--- config.mk ---
export PLATFORM = sky130hd
export DESIGN_NAME = vdp_top
export DESIGN_NICKNAME = d
export VERILOG_FILES = /design/src/logic/vdp_pkg.sv /design/src/logic/vdp_cpu_port.sv /design/src/logic/vdp_interrupt.sv /design/src/logic/vdp_display_window.sv /design/src/logic/vdp_color_out.sv /design/src/logic/vdp_top.sv
export SDC_FILE = /design/constraint.sdc
export NUM_CORES = 1
export LEC_CHECK = 0
export BUFFER_PORTS_ARGS = -buffer_cell sky130_fd_sc_hd__clkbuf_2
export CAP_MARGIN = 30
export CORE_ASPECT_RATIO = 0.6
export CORE_MARGIN = 5
export CORE_UTILIZATION = 55
export CTS_BUF_LIST = sky130_fd_sc_hd__clkbuf_4 sky130_fd_sc_hd__clkbuf_8
export DETAILED_ROUTE_END_ITERATION = 12
export MAX_ROUTING_LAYER = met4
export PLACE_DENSITY = 0.85
export SYNTH_ARGS = -nofsm -noshare
export SYNTH_HDL_FRONTEND = slang
export SYNTH_HIERARCHICAL = 1
export SYNTH_SLANG_ARGS = --single-unit
--- constraint.sdc ---
create_clock -name RESET -period 4.4 [get_ports RESET]
set_input_delay 0.22 -clock RESET [delete_from_list [all_inputs] [get_ports RESET]]
set_output_delay 0.22 -clock RESET [all_outputs]
set_load 0.05 [all_outputs]
--- src/logic/vdp_pkg.sv ---
package vdp_pkg;

  // ------------------------------
  // Beam geometry
  // ------------------------------

  // Frame length in half lines, CY units
  localparam logic [9:0] LINES_NTSC = 10'd524;
  localparam logic [9:0] LINES_PAL  = 10'd626;

  // Window in CY units, 192 lines of two half lines each
  localparam logic [9:0] WIN_Y_START = 10'd40;
  localparam logic [9:0] WIN_Y_LINES = 10'd384;

  localparam logic [9:0] WIN_X_START = 10'd64;
  localparam logic [9:0] WIN_X_END   = 10'd575;

  // Vertical flag sets at the window bottom
  localparam logic [9:0] VBLANK_LINE_NTSC = WIN_Y_START + WIN_Y_LINES;
  localparam logic [9:0] VBLANK_LINE_PAL  = WIN_Y_START + WIN_Y_LINES;

  // Line interrupt test point, right of the window
  localparam logic [9:0] HINT_X = 10'd600;

  // ------------------------------
  // CPU port map
  // ------------------------------
  localparam logic [1:0] ADDR_DATA     = 2'd0;
  localparam logic [1:0] ADDR_CTRL     = 2'd1;
  localparam logic [1:0] ADDR_PAL      = 2'd2;
  localparam logic [1:0] ADDR_INDIRECT = 2'd3;

  // Register numbers
  localparam logic [5:0] REG_R0  = 6'd0;
  localparam logic [5:0] REG_R1  = 6'd1;
  localparam logic [5:0] REG_R7  = 6'd7;
  localparam logic [5:0] REG_R9  = 6'd9;
  localparam logic [5:0] REG_R15 = 6'd15;
  localparam logic [5:0] REG_R16 = 6'd16;
  localparam logic [5:0] REG_R17 = 6'd17;
  localparam logic [5:0] REG_R19 = 6'd19;

  // ------------------------------
  // Shared types
  // ------------------------------

  // Decoded register fields seen outside the CPU port
  typedef struct packed {
    logic       hint_en;
    logic       disp_on;
    logic       vint_en;
    logic [3:0] backdrop;
    logic       pal_mode;
    logic [3:0] status_sel;
    logic [7:0] hint_line;
  } vdp_regs_t;

  typedef struct packed {
    logic       psel;
    logic       penable;
    logic       pwrite;
    logic [1:0] paddr;
    logic [7:0] pwdata;
  } apb_req_t;

  typedef struct packed {
    logic [7:0] prdata;
    logic       pready;
    logic       pslverr;
  } apb_rsp_t;

  typedef struct packed {
    logic [2:0] red;
    logic [2:0] green;
    logic [2:0] blue;
  } rgb9_t;

  // One palette entry update
  typedef struct packed {
    logic       en;
    logic [3:0] index;
    rgb9_t      rgb;
  } pal_wr_t;

endpackage

--- src/logic/vdp_cpu_port.sv ---
`timescale 1ns/1ps

module vdp_cpu_port (
  input  logic                RESET,
  input  logic                CLK21M,
  input  vdp_pkg::apb_req_t   apb_req,
  output vdp_pkg::apb_rsp_t   apb_rsp,
  input  logic                vint_flag,
  input  logic                hint_flag,
  output vdp_pkg::vdp_regs_t  regs,
  output logic                clr_vint,
  output logic                clr_hint,
  output vdp_pkg::pal_wr_t    pal_wr
);

  logic       access;
  logic       ctrl_wr;
  logic       ctrl_rd;
  logic       pal_port_wr;
  logic       ind_wr;
  logic       ctrl_second;
  logic [7:0] ctrl_data;
  logic       pal_second;
  logic [2:0] pal_red;
  logic [2:0] pal_blue;
  logic [3:0] pal_ptr;
  logic [5:0] ind_num;
  logic       ind_no_inc;
  logic       reg_wr;
  logic [5:0] reg_num;
  logic [7:0] reg_data;
  logic [7:0] status_byte;

  // ------------------------------
  // APB decode
  // ------------------------------
  assign access      = apb_req.psel && apb_req.penable;
  assign ctrl_wr     = access && apb_req.pwrite && (apb_req.paddr == vdp_pkg::ADDR_CTRL);
  assign ctrl_rd     = access && !apb_req.pwrite && (apb_req.paddr == vdp_pkg::ADDR_CTRL);
  assign pal_port_wr = access && apb_req.pwrite && (apb_req.paddr == vdp_pkg::ADDR_PAL);
  assign ind_wr      = access && apb_req.pwrite && (apb_req.paddr == vdp_pkg::ADDR_INDIRECT);

  // Second control byte with bit 7 set, or any indirect write
  always_comb begin
    reg_wr   = 1'b0;
    reg_num  = ind_num;
    reg_data = apb_req.pwdata;
    if (ctrl_wr && ctrl_second && apb_req.pwdata[7]) begin
      reg_wr   = 1'b1;
      reg_num  = apb_req.pwdata[5:0];
      reg_data = ctrl_data;
    end else if (ind_wr) begin
      reg_wr = 1'b1;
    end
  end

  // ------------------------------
  // Register file
  // ------------------------------
  always_ff @(posedge RESET or posedge CLK21M) begin
    if (CLK21M) begin
      regs       <= '0;
      pal_ptr    <= 4'd0;
      ind_num    <= 6'd0;
      ind_no_inc <= 1'b0;
    end else begin
      if (ind_wr && !ind_no_inc) begin
        ind_num <= ind_num + 6'd1;
      end
      // Pointer wraps after entry 15
      if (pal_port_wr && pal_second) begin
        pal_ptr <= pal_ptr + 4'd1;
      end
      if (reg_wr) begin
        case (reg_num)
          vdp_pkg::REG_R0: regs.hint_en <= reg_data[4];
          vdp_pkg::REG_R1: begin
            regs.disp_on <= reg_data[6];
            regs.vint_en <= reg_data[5];
          end
          vdp_pkg::REG_R7:  regs.backdrop <= reg_data[3:0];
          vdp_pkg::REG_R9:  regs.pal_mode <= reg_data[1];
          vdp_pkg::REG_R15: regs.status_sel <= reg_data[3:0];
          vdp_pkg::REG_R16: pal_ptr <= reg_data[3:0];
          vdp_pkg::REG_R17: begin
            ind_num    <= reg_data[5:0];
            ind_no_inc <= reg_data[7];
          end
          vdp_pkg::REG_R19: regs.hint_line <= reg_data;
          default: ;
        endcase
      end
    end
  end

  // Pair latches, a status read restarts the control pair
  always_ff @(posedge RESET or posedge CLK21M) begin
    if (CLK21M) begin
      ctrl_second <= 1'b0;
      pal_second  <= 1'b0;
    end else begin
      if (ctrl_wr) begin
        ctrl_second <= !ctrl_second;
      end else if (ctrl_rd) begin
        ctrl_second <= 1'b0;
      end
      if (reg_wr && (reg_num == vdp_pkg::REG_R16)) begin
        pal_second <= 1'b0;
      end else if (pal_port_wr) begin
        pal_second <= !pal_second;
      end
    end
  end

  // First bytes of each pair
  always_ff @(posedge RESET) begin
    if (ctrl_wr && !ctrl_second) begin
      ctrl_data <= apb_req.pwdata;
    end
    if (pal_port_wr && !pal_second) begin
      pal_red  <= apb_req.pwdata[6:4];
      pal_blue <= apb_req.pwdata[2:0];
    end
  end

  always_comb begin
    pal_wr.en        = pal_port_wr && pal_second;
    pal_wr.index     = pal_ptr;
    pal_wr.rgb.red   = pal_red;
    pal_wr.rgb.green = apb_req.pwdata[2:0];
    pal_wr.rgb.blue  = pal_blue;
  end

  // ------------------------------
  // Status readback
  // ------------------------------
  always_comb begin
    case (regs.status_sel)
      4'd0:    status_byte = {vint_flag, 7'b0};
      4'd1:    status_byte = {7'b0, hint_flag};
      default: status_byte = 8'h00;
    endcase
  end

  // Read of S0 or S1 clears its flag
  assign clr_vint = ctrl_rd && (regs.status_sel == 4'd0);
  assign clr_hint = ctrl_rd && (regs.status_sel == 4'd1);

  assign apb_rsp.prdata  = ctrl_rd ? status_byte : 8'h00;
  assign apb_rsp.pready  = 1'b1;
  assign apb_rsp.pslverr = access && (apb_req.paddr == vdp_pkg::ADDR_DATA);

endmodule

--- src/logic/vdp_interrupt.sv ---
`timescale 1ns/1ps

module vdp_interrupt (
  input  logic               RESET,
  input  logic               CLK21M,
  input  logic [9:0]         cx,
  input  logic [9:0]         cy,
  input  vdp_pkg::vdp_regs_t regs,
  input  logic               clr_vint,
  input  logic               clr_hint,
  output logic               vint_flag,
  output logic               hint_flag,
  output logic               int_n
);

  logic [9:0] frame_lines;
  logic [9:0] line_off;
  logic       vint_set;
  logic       hint_set;

  // Frame length from the R9 standard
  assign frame_lines = regs.pal_mode ? vdp_pkg::LINES_PAL : vdp_pkg::LINES_NTSC;

  // Both standards raise the vertical flag at the window bottom
  assign vint_set = (cy == vdp_pkg::VBLANK_LINE_NTSC) && (cx == 10'd0);

  // Half lines past the window top
  assign line_off = cy - vdp_pkg::WIN_Y_START;

  // Beam beyond the frame end carries no line interrupt
  assign hint_set = (cx == vdp_pkg::HINT_X) &&
                    (cy >= vdp_pkg::WIN_Y_START) &&
                    (cy < frame_lines) &&
                    !line_off[0] &&
                    (line_off[8:1] == regs.hint_line);

  always_ff @(posedge RESET or posedge CLK21M) begin
    if (CLK21M) begin
      vint_flag <= 1'b0;
      hint_flag <= 1'b0;
      int_n     <= 1'b1;
    end else begin
      // Set wins over a clear in the same cycle
      if (vint_set) begin
        vint_flag <= 1'b1;
      end else if (clr_vint) begin
        vint_flag <= 1'b0;
      end
      if (hint_set) begin
        hint_flag <= 1'b1;
      end else if (clr_hint) begin
        hint_flag <= 1'b0;
      end
      int_n <= !((vint_flag && regs.vint_en) || (hint_flag && regs.hint_en));
    end
  end

endmodule

--- src/logic/vdp_display_window.sv ---
`timescale 1ns/1ps

module vdp_display_window (
  input  logic       RESET,
  input  logic       CLK21M,
  input  logic [9:0] cx,
  input  logic [9:0] cy,
  output logic       in_window
);

  logic x_in;
  logic y_in;

  // ------------------------------
  // Range compares
  // ------------------------------

  // Horizontal range, both ends inclusive
  assign x_in = (cx >= vdp_pkg::WIN_X_START) && (cx <= vdp_pkg::WIN_X_END);

  // Vertical range, 192 lines from the window top
  assign y_in = (cy >= vdp_pkg::WIN_Y_START) &&
                (cy <= vdp_pkg::WIN_Y_START + vdp_pkg::WIN_Y_LINES - 10'd1);

  // ------------------------------
  // Output register
  // ------------------------------

  // One cycle behind the beam, in step with pixel_code
  always_ff @(posedge RESET or posedge CLK21M) begin
    if (CLK21M) begin
      in_window <= 1'b0;
    end else begin
      in_window <= x_in && y_in;
    end
  end

endmodule

--- src/logic/vdp_color_out.sv ---
`timescale 1ns/1ps

module vdp_color_out (
  input  logic               RESET,
  input  logic               CLK21M,
  input  vdp_pkg::vdp_regs_t regs,
  input  vdp_pkg::pal_wr_t   pal_wr,
  input  logic               in_window,
  input  logic [3:0]         pixel_code,
  input  logic               scanlin,
  input  logic               cy_odd,
  output logic [7:0]         red,
  output logic [7:0]         green,
  output logic [7:0]         blue
);

  vdp_pkg::rgb9_t palette [16];
  vdp_pkg::rgb9_t color;
  logic           cy_odd_d;
  logic [3:0]     color_idx;
  logic           darken;

  // 3 bits to 8 by bit repeat, halved on dark lines
  function automatic logic [7:0] expand(input logic [2:0] c, input logic dark);
    logic [7:0] full;
    full = {c, c, c[2:1]};
    return dark ? (full >> 1) : full;
  endfunction

  // ------------------------------
  // Palette RAM
  // ------------------------------
  always_ff @(posedge RESET or posedge CLK21M) begin
    if (CLK21M) begin
      for (int i = 0; i < 16; i++) begin
        palette[i] <= '0;
      end
    end else if (pal_wr.en) begin
      palette[pal_wr.index] <= pal_wr.rgb;
    end
  end

  // ------------------------------
  // Colour select
  // ------------------------------

  // Backdrop outside the window or with display off
  assign color_idx = (in_window && regs.disp_on) ? pixel_code : regs.backdrop;
  assign color     = palette[color_idx];

  // Line parity lines up with the delayed window flag
  assign darken = scanlin && cy_odd_d;

  always_ff @(posedge RESET or posedge CLK21M) begin
    if (CLK21M) begin
      cy_odd_d <= 1'b0;
      red      <= 8'h00;
      green    <= 8'h00;
      blue     <= 8'h00;
    end else begin
      cy_odd_d <= cy_odd;
      red      <= expand(color.red, darken);
      green    <= expand(color.green, darken);
      blue     <= expand(color.blue, darken);
    end
  end

endmodule

--- src/logic/vdp_top.sv ---
`timescale 1ns/1ps

module vdp_top (
  input  logic              RESET,
  input  logic              CLK21M,
  input  vdp_pkg::apb_req_t apb_req,
  output vdp_pkg::apb_rsp_t apb_rsp,
  input  logic [9:0]        cx,
  input  logic [9:0]        cy,
  input  logic [3:0]        pixel_code,
  input  logic              scanlin,
  output logic              int_n,
  output logic [7:0]        red,
  output logic [7:0]        green,
  output logic [7:0]        blue
);

  vdp_pkg::vdp_regs_t regs;
  vdp_pkg::pal_wr_t   pal_wr;
  logic               vint_flag;
  logic               hint_flag;
  logic               clr_vint;
  logic               clr_hint;
  logic               in_window;

  // ------------------------------
  // Register port
  // ------------------------------
  vdp_cpu_port u_cpu_port (
    .RESET     (RESET),
    .CLK21M    (CLK21M),
    .apb_req   (apb_req),
    .apb_rsp   (apb_rsp),
    .vint_flag (vint_flag),
    .hint_flag (hint_flag),
    .regs      (regs),
    .clr_vint  (clr_vint),
    .clr_hint  (clr_hint),
    .pal_wr    (pal_wr)
  );

  vdp_interrupt u_interrupt (
    .RESET     (RESET),
    .CLK21M    (CLK21M),
    .cx        (cx),
    .cy        (cy),
    .regs      (regs),
    .clr_vint  (clr_vint),
    .clr_hint  (clr_hint),
    .vint_flag (vint_flag),
    .hint_flag (hint_flag),
    .int_n     (int_n)
  );

  // ------------------------------
  // Video path
  // ------------------------------
  vdp_display_window u_display_window (
    .RESET     (RESET),
    .CLK21M    (CLK21M),
    .cx        (cx),
    .cy        (cy),
    .in_window (in_window)
  );

  vdp_color_out u_color_out (
    .RESET      (RESET),
    .CLK21M     (CLK21M),
    .regs       (regs),
    .pal_wr     (pal_wr),
    .in_window  (in_window),
    .pixel_code (pixel_code),
    .scanlin    (scanlin),
    .cy_odd     (cy[0]),
    .red        (red),
    .green      (green),
    .blue       (blue)
  );

endmodule

==> results.cfg, run 1 <==
[power_and_ir_drop]
combPwrFrac = 0.205
p_seq_frac = 0.452
power.leakage_nw = 5.67
p_sw_mw = 1.53
clkPwrFrac = 0.343
pwr_density_cell_nw_per_um2 = 390
switching_share = 0.321
p_int_mw = 3.24
ir_drop_mv = 0.377

[synthesis]
synth_area_per_cell_um2 = 12.1
syn_area_um2 = 11100
synth_area_leader_cell = dfrtp_1
synth_warnings = 6
synthCells = 922
synth_top_area_share = 0.434
synth.distinct_cells = 77
synthFlopType = dfrtp_1
ys_seq_area_frac = 0.474
synthArstFlopShare = 0.933
synthTopCellsByArea = dfrtp_1, mux2_2, mux2i_1, edfxtp_1, o211ai_1
synth_edf_count = 14
ys_ff_latch = 208

[critical_path]
critical_path.max_fanout = 30
cp.arrival_ps = 3530
endpoint_kind = flop
rr_worst_depth = 7
cp.required_ps = 4840
rrSetupSlack_ps = 1310
cp-startpoint = u_cpu_port/regs[18]
startpoint_type = flop
path_class = flop to flop
regToRegStartpoint = u_cpu_port/regs[18]
r2r-end = u_color_out/green[5]

[timing]
maxSlewViolCount = 0
tightestPinTransition_ps = 1100
fin_crit_ps = 3090
finalCritPeriodShare = 0.702
slew-limit-headroom = 0.266
grt_setup_unrepaired = no
setup_violations = 0
hold_viol = 0
tns_ps = 0
fmax_mhz = 324
fin_skew_ps = 17.8

[floorplan]
fp-row-count = 40
initial_utilization = 0.558
dieWidth_um = 194
die_h_um = 120
dieArea_um2 = 23300
ios = 75
core_um2 = 20000

[global_route]
antenna_found_initial = 2
grt_max_degree = 117
grt-ovfl-total = 0
grt_pass1_wl_um = 45500
grt_pass1_vias = 7938
grt_usage = 0.253

[clock_network]
clkLatencyLatePin_ps = 570
cts_resized = 0
cts.clk_slew.worst_paths_ps = 70
cts_root_buffer = clkbuf_8
cts.htree.levels = 1
clockBufferDepth = 3
cts_tree = done
post_cts_buffers = 0
cts.sinks = 208
cts_made_buffers = 30

[route]
totalWireLength_um = 29100
postRouteAntennaNets = 0
via_per_inst = 6.30
drt_iter0_drc = 688
wl_per_cell_um = 22.9
drtPass1Iterations = 6
drcViolationCount = 0
via_count = 8019

[layout]
multi_input_area_um2 = 5330
final_cell_mix = dfrtp_1, mux2_2, clkbuf_2
fin_area_um2 = 12200
final_layout_size_suffix_gt1_frac = 0.347
seq_area_um2 = 5280
syn_to_final_growth_pct = 9.75
final_common_cell = dfrtp_1
nets = 1021
n_fill_cell = 1531

[placed_design]
io_buffer_count = 67
place_congestion = 0.906
placed_area_um2 = 11500
dp_hpwl_um = 19200

[hold_path]
hp-start = cx[8]
hold_class = input pin to flop
holdPathEnd = u_interrupt/vint_flag
whs_path_depth = 3

[flow_run]
max-cap-violations = 0

[run_status]
status = complete, no violations
-- per-layer routing --
| layer | part of all wire | vias to the layer above | GRT usage |
|---|---|---|---|
| li1 | - | 3538 | - |
| met1 | 0.44 | 4025 | 0.355 |
| met2 | 0.42 | 405 | 0.347 |
| met3 | 0.13 | 51 | 0.102 |
| met4 | 0.019 | 0 | 0.0566 |
| met5 | 0 | - | - |
-- through the flow --
stage               setup WS [ps]  hold WS [ps]   util  cells  power, mW
detailed placement           1330           115  0.574   1205       3.14
global placement             1400           112  0.574   1204       3.12
floorplan                    2130         -51.3      -    927       2.95
global route                 1190          28.3  0.612   1273       4.96
finish                       1310          47.6  0.612   1273       4.77
CTS                          1420          12.2  0.612   1270       4.77
-- critical path, cell delays in order (launching register included) --
cell and delay, ps:
dfrtp_1 620, a21boi_4 80, buf_4 260, nor2_8 570
mux2_4 350, o2111ai_1 570, o22ai_1 180, a221o_1 300
-- repair_timing --
| action | in CTS | in global routing |
|---|---|---|
| setup endpoints to repair | 0 | 0 |
| hold buffers | 9 | 0 |
| endpoints found under the hold margin | 89 | 0 |
-- flip-flops by register name, summed over array words and instances, names as in the netlist, 3 cells and up --
signal and count:
u_cpu_port/regs 20, u_color_out/blue 4, u_color_out/red 4, u_cpu_port/ctrl_data 8
u_cpu_port/pal_red 3, u_color_out/green 4, u_color_out/palette 144, u_cpu_port/pal_ptr 4
u_cpu_port/pal_blue 3, u_cpu_port/ind_num 6
-- how the worst max path moves through the flow --
| stage | cells after the start | to | slack, ps |
|---|---|---|---|
| after CTS | 7 | u_color_out/green[5] | 1420 |
| after detailed placement | 6 | u_color_out/palette[27] | 1330 |
| after global routing | 7 | u_color_out/blue[3] | 1190 |
| final | 7 | u_color_out/green[5] | 1310 |
| after floorplan | 6 | u_color_out/palette[27] | 2130 |
| after global placement | 6 | u_color_out/palette[33] | 1400 |
-- cell usage after synthesis (5+ instances only) --
cell type	number
nor3_1	13
nand3_1	44
nand2b_1	41
a21oi_1	7
buf_6	8
o2111ai_1	7
o22ai_1	7
buf_4	25
and4_4	5
o21ai_0	25
a221o_1	6
nor4_1	11
edfxtp_1	14
a22o_1	6
nand3b_1	8
mux2_2	175
xnor2_1	11
o211ai_1	49
ha_1	8
a32o_1	7
nand2_1	21
clkbuf_1	24
inv_1	15
buf_2	16
mux2i_1	57
nand4_1	5
nor4b_1	5
dfrtp_1	193
nor2_1	21
xor2_1	6
-- final cells by class --
type / instances / share of cell area
Multi-Input combinational cell: 627 / 0.436
Sequential cell: 208 / 0.432
Clock buffer: 53 / 0.0515
Timing Repair Buffer: 91 / 0.0454
Tap cell: 273 / 0.0280
Inverter: 15 / 0.00491
Clock inverter: 3 / 0.00174
Antenna cell: 3 / 0.000614
-- power groups by stage --
stage	Clock, mW	Sequential (mW)	Combinational [mW]
after detailed placement	0	2.19	0.957
final	1.64	2.16	0.976
after global placement	0	2.18	0.941
after floorplan	0	2.28	0.668
after CTS	1.65	2.15	0.965
after global routing	1.75	2.17	1.04
-- cell families after synthesis --
logic type,after synthesis,share of synthesized area
muxes,237,0.234
xor gates and xnor gates,17,0.0134
DFF,208,0.474
buffers and inverters,92,0.0491
other,2,0.000674
AOI/OAI and AO/OA,150,0.106
and+or+nand+nor,208,0.114
adders and majority gates,8,0.00899
No activity file was read; power rests on OpenSTA's default activity.
==> inputs of run 2 (changes only) <==
--- a/config.mk
+++ b/config.mk
@@ -5,6 +5,7 @@
 export SDC_FILE = /design/constraint.sdc
 export NUM_CORES = 1
 export LEC_CHECK = 0
+export ABC_AREA = 1
 export BUFFER_PORTS_ARGS = -buffer_cell sky130_fd_sc_hd__clkbuf_2
 export CAP_MARGIN = 30
 export CORE_ASPECT_RATIO = 0.6
@@ -13,7 +14,7 @@
 export CTS_BUF_LIST = sky130_fd_sc_hd__clkbuf_4 sky130_fd_sc_hd__clkbuf_8
 export DETAILED_ROUTE_END_ITERATION = 12
 export MAX_ROUTING_LAYER = met4
-export PLACE_DENSITY = 0.85
+export PLACE_DENSITY = 0.83
 export SYNTH_ARGS = -nofsm -noshare
 export SYNTH_HDL_FRONTEND = slang
 export SYNTH_HIERARCHICAL = 1
==> constraint.sdc (replaced) <==
create_clock -name RESET -period 3.09 [get_ports RESET]
set_input_delay 0.1545 -clock RESET [delete_from_list [all_inputs] [get_ports RESET]]
set_output_delay 0.1545 -clock RESET [all_outputs]
set_load 0.05 [all_outputs]
==> results.cfg, run 2 <==
[layout]
nets = 1558
final_common_cell = nand2_1
final_cell_mix = nand2_1, inv_1, dfrtp_1
regMostFlops = u_color_out/palette
diodes = 0
multi_input_area_um2 = 4620
seq_area_um2 = 5280
syn_to_final_growth_pct = 11.8
n_fill_cell = 1742
final_layout_size_suffix_gt1_frac = 0.134
largest_reg_flops = 144
largestRegisters = u_color_out/palette x144, u_cpu_port/regs x20, u_cpu_port/ctrl_data x8

[critical_path]
crit_top_cell = nand2_1
cp_slowest_stage_delay_ps = 470
path_buf_inv = 1
path_class = flop to flop
crit_family = simple AND/OR/NAND/NOR gates
startpoint_type = flop
regToRegStartpoint = u_display_window/in_window
critical_path.max_fanout = 22
critPathSlowestCell = dfrtp_1
r2r-end = u_color_out/blue[5]
endpoint_kind = flop
rr_worst_depth = 11
cp.arrival_ps = 2940
crit_chain = nand2_2 > nand2_2 > nand2_2 > buf_4 > nand2_1 > nand3_1 > nand3_1 > nand3_1 > nand2_1 > nand2_1 > nand2_1
rrSetupSlack_ps = 600
cp.required_ps = 3540

[route]
postRouteAntennaNets = 0
totalWireLength_um = 29800
via_per_inst = 5.48
drtPass1Iterations = 6
via_count = 9913
drcViolationCount = 0
wl_per_cell_um = 16.5
drt_iter0_drc = 1082

[floorplan]
die_h_um = 120
dieWidth_um = 194
core_um2 = 20000
dieArea_um2 = 23300
ios = 75
fp-row-count = 40
initial_utilization = 0.558

[timing]
tightestPinTransition_ps = 819
setup_violations = 0
finalCritPeriodShare = 0.807
fin_skew_ps = 28.6
grt_setup_unrepaired = no
fin_crit_ps = 2490
maxSlewViolCount = 0
fmax_mhz = 401
worst_slack_ps = 596
slew-limit-headroom = 0.450
tns_ps = 0
hold_viol = 0

[synthesis]
synth_warnings = 6
ys_ff_latch = 208
synthArstFlopShare = 0.933
synthFlopType = dfrtp_1
synth_most_common_cell = nand2_1
synthTopCellsByArea = dfrtp_1, nand2_1, nand3_1, inv_1, o21ai_0
synth_edf_count = 14
synthCells = 1455
syn_area_um2 = 11100
synth.distinct_cells = 44
ys_seq_area_frac = 0.474
synth_top_area_share = 0.434
synth_commonest_cells = nand2_1, inv_1, dfrtp_1
synth_area_per_cell_um2 = 7.66
synth_area_leader_cell = dfrtp_1

[placed_design]
dp_slack_ps = 508
io_buffer_count = 67
place_congestion = 0.968
dp_hpwl_um = 20400

[power_and_ir_drop]
power.leakage_nw = 6.15
pwr_density_cell_nw_per_um2 = 617
ir_drop_mv = 0.575

[clock_network]
cts.htree.levels = 1
post_cts_buffers = 0
cts_tree = done
clkLatencyLatePin_ps = 580
cts_root_buffer = clkbuf_8
cts.clk_slew.worst_paths_ps = 70
cts_made_buffers = 31
cts.sinks = 208
clockBufferDepth = 3

[global_route]
grt_usage = 0.261
grt_max_degree = 60
grt_pass1_vias = 9097
grt_pass1_wl_um = 48300
grt-ovfl-total = 0
antenna_found_initial = 0

[run_status]
status = complete, no violations

[hold_path]
hold_class = input pin to asynchronous set/reset pin

[flow_run]
max-cap-violations = 0
## run 2: worst reg2reg max path: cells and delay by family (launching register included)
| kind | cells | cell delay (ps) |
|---|---|---|
| and+or+nand+nor | 10 | 1630 |
| DFF | 1 | 470 |
| buffers and inverters | 1 | 280 |
## run 2: repair_timing
| action | in CTS | in global routing |
|---|---|---|
| endpoints found under the hold margin | 91 | 0 |
| hold buffers | 16 | 0 |
| resized for setup | 0 | 0 |
## run 2: where the power goes
part | switching, mW | internal [mW] | total, mW
logic | 1.43 | 0.470 | 1.90
registers | 0.171 | 2.97 | 3.14
clock network | 1.09 | 1.56 | 2.65
## run 2: logic make-up after synthesis
| group | count (synthesis) | synth area share |
|---|---|---|
| AOI/OAI and AO/OA | 172 | 0.0811 |
| xor gates and xnor gates | 11 | 0.00865 |
| adders and majority gates | 8 | 0.00899 |
| buffers and inverters | 296 | 0.114 |
| DFF | 208 | 0.474 |
| other | 2 | 0.000674 |
| and+or+nand+nor | 758 | 0.313 |
## run 2: layout make-up
class                      instances  area share
inverter                         216      0.0656
clock inverter                     9     0.00985
sequential                       208       0.424
tap                              273      0.0274
multi-input combinational        956       0.371
clock buffer                      49      0.0511
timing repair buffer              97      0.0512
## run 2: through the flow
step	instance area [µm²]	instances	total power, mW	hold WS [ps]	util
2_1_floorplan	11200	1460	4.59	-117	-
3_3_place_gp	11500	1734	4.97	61.2	0.578
3_5_place_dp	11500	1734	5.01	69.2	0.578
4_1_cts	12500	1808	7.68	3.26	0.624
5_1_grt	12500	1808	8.03	25.4	0.624
6_report	12500	1808	7.69	41.7	0.624
## run 2: routing by layer
| metal | vias up | wire length (µm) | global-route usage |
|---|---|---|---|
| li1 | 4679 | - | - |
| met1 | 4672 | 13400 | 0.383 |
| met2 | 520 | 12200 | 0.364 |
| met3 | 42 | 3850 | 0.0777 |
| met4 | 0 | 414 | 0.0495 |
| met5 | - | 0 | - |
## run 2: worst max path at each step
stage	end	slack [ps]	start	cells past startpoint
global route	u_color_out/blue[5]	510	u_display_window/in_window	10
detailed placement	u_color_out/palette[87]	510	apb_req[10]	8
global placement	u_color_out/palette[82]	680	apb_req[10]	8
floorplan	u_color_out/blue[1]	950	CLK21M	1
finish	u_color_out/blue[5]	600	u_display_window/in_window	11
CTS	u_interrupt/vint_flag	690	cx[4]	8
==> inputs of run 3 (changes only) <==
==> constraint.sdc (replaced) <==
create_clock -name RESET -period 2.55 [get_ports RESET]
set_input_delay 0.1275 -clock RESET [delete_from_list [all_inputs] [get_ports RESET]]
set_output_delay 0.1275 -clock RESET [all_outputs]
set_load 0.05 [all_outputs]
==> results.cfg, run 3 (synthesized netlist as in run 2, its figures left out) <==
[power_and_ir_drop]
pwr_density_cell_nw_per_um2 = 723
ir_drop_mv = 0.732
p_total_mw = 9.00
power.leakage_nw = 6.15

[clock_network]
cts.clk_slew.worst_paths_ps = 70
cts.sinks = 208
cts.htree.levels = 1
cts_made_buffers = 30
cts_root_buffer = clkbuf_8
cts_tree = done
clkLatencyLatePin_ps = 600
post_cts_buffers = 0
clockBufferDepth = 3

[route]
drtPass1Iterations = 6
totalWireLength_um = 30300
drcViolationCount = 0
drt_iter0_drc = 1357
via_count = 9744
via_per_inst = 5.37
postRouteAntennaNets = 0
wl_per_cell_um = 16.7

[timing]
maxSlewViolCount = 0
fmax_mhz = 420
tightestPinTransition_ps = 792
worst_slack_ps = 171
fin_crit_ps = 2380
slew-limit-headroom = 0.471
hold_viol = 0
setup_violations = 0
grt_setup_unrepaired = no
fin_skew_ps = 22.4
finalCritPeriodShare = 0.933
tns_ps = 0
hold_ws_ps = 21.1

[global_route]
grt_max_degree = 73
grt_usage = 0.267
grt-ovfl-total = 0
antenna_found_initial = 0
grt_pass1_vias = 8959
grt_pass1_wl_um = 48600

[critical_path]
startpoint_type = input pin
cp.arrival_ps = 2910
critical_path.max_fanout = 2
path_class = input pin to flop
cp.required_ps = 3080
endpoint_kind = flop

[layout]
regMostFlops = u_color_out/palette
largest_reg_flops = 144
n_fill_cell = 1740
syn_to_final_growth_pct = 11.7
largestRegisters = u_color_out/palette x144, u_cpu_port/regs x20, u_cpu_port/ctrl_data x8
diodes = 0
final_common_cell = nand2_1
nets = 1565
final_cell_mix = nand2_1, inv_1, dfrtp_1
instances_no_fill = 1813
final_layout_size_suffix_gt1_frac = 0.135

[flow_run]
max-cap-violations = 0

[floorplan]
fp-row-count = 40
dieWidth_um = 194
core_um2 = 20000
die_h_um = 120
ios = 75
dieArea_um2 = 23300
initial_utilization = 0.558

[placed_design]
dp_hpwl_um = 20800
io_buffer_count = 67
dp_slack_ps = 432
place_inst = 1738
place_congestion = 0.947

[hold_path]
hold_class = input pin to asynchronous set/reset pin

[run_status]
status = complete, no violations
-- run 3: critical path, cell delays in order --
cell and delay, ps:
dlygate4sd3_1 530, clkbuf_2 120, nor4_2 230, dlygate4sd3_1 570, nand3_1 60, dlygate4sd3_1 570, o22ai_1 130, dlygate4sd3_1 570
-- run 3: final timing paths --
path	from	end	slack (ps)	cells past startpoint
worst max-delay path	cx[5]	u_interrupt/vint_flag	170	8
worst min-delay path	CLK21M	u_interrupt/hint_flag	20	3
worst max register to register	u_display_window/in_window	u_color_out/blue[5]	360	11
worst min register to register	u_cpu_port/regs[10]	u_cpu_port/regs[10]	480	2
max in group asynchronous	CLK21M	u_color_out/palette[125]	1550	4
min in group RESET	apb_req[11]	u_cpu_port/ctrl_second	30	4
-- run 3: metal layers --
| metal | vias to the layer above | routed length, µm | track usage |
|---|---|---|---|
| met5 | - | 0 | - |
| met4 | 0 | 337 | 0.0482 |
| met3 | 38 | 3890 | 0.0869 |
| met2 | 491 | 11800 | 0.342 |
| met1 | 4514 | 14300 | 0.412 |
| li1 | 4701 | - | - |
-- run 3: power breakdown --
group	switching, mW	internal (mW)	total (mW)
Sequential	0.201	3.59	3.80
Clock	1.31	1.58	2.89
Combinational	1.73	0.589	2.32
-- run 3: final cells by class --
class	instances	area (µm²)	area share
clock buffers	50	601	0.0483
clock inverters	5	50.0	0.00402
inverters	216	817	0.0657
multi-input cells	956	4630	0.372
flip-flops and latches	208	5280	0.424
well taps	273	342	0.0274
repair buffers	105	733	0.0589
-- run 3: per-stage QoR --
step	utilization	cell area, µm²
finish	0.623	12400
global route	0.623	12400
CTS	0.623	12400
detailed placement	0.580	11600
global placement	0.580	11600
floorplan	-	11200
-- run 3: repair_timing --
item	in CTS	in global routing
hold buffers	20	0
hold endpoints to repair	88	0
resized for setup	0	1
setup endpoints to repair	0	1
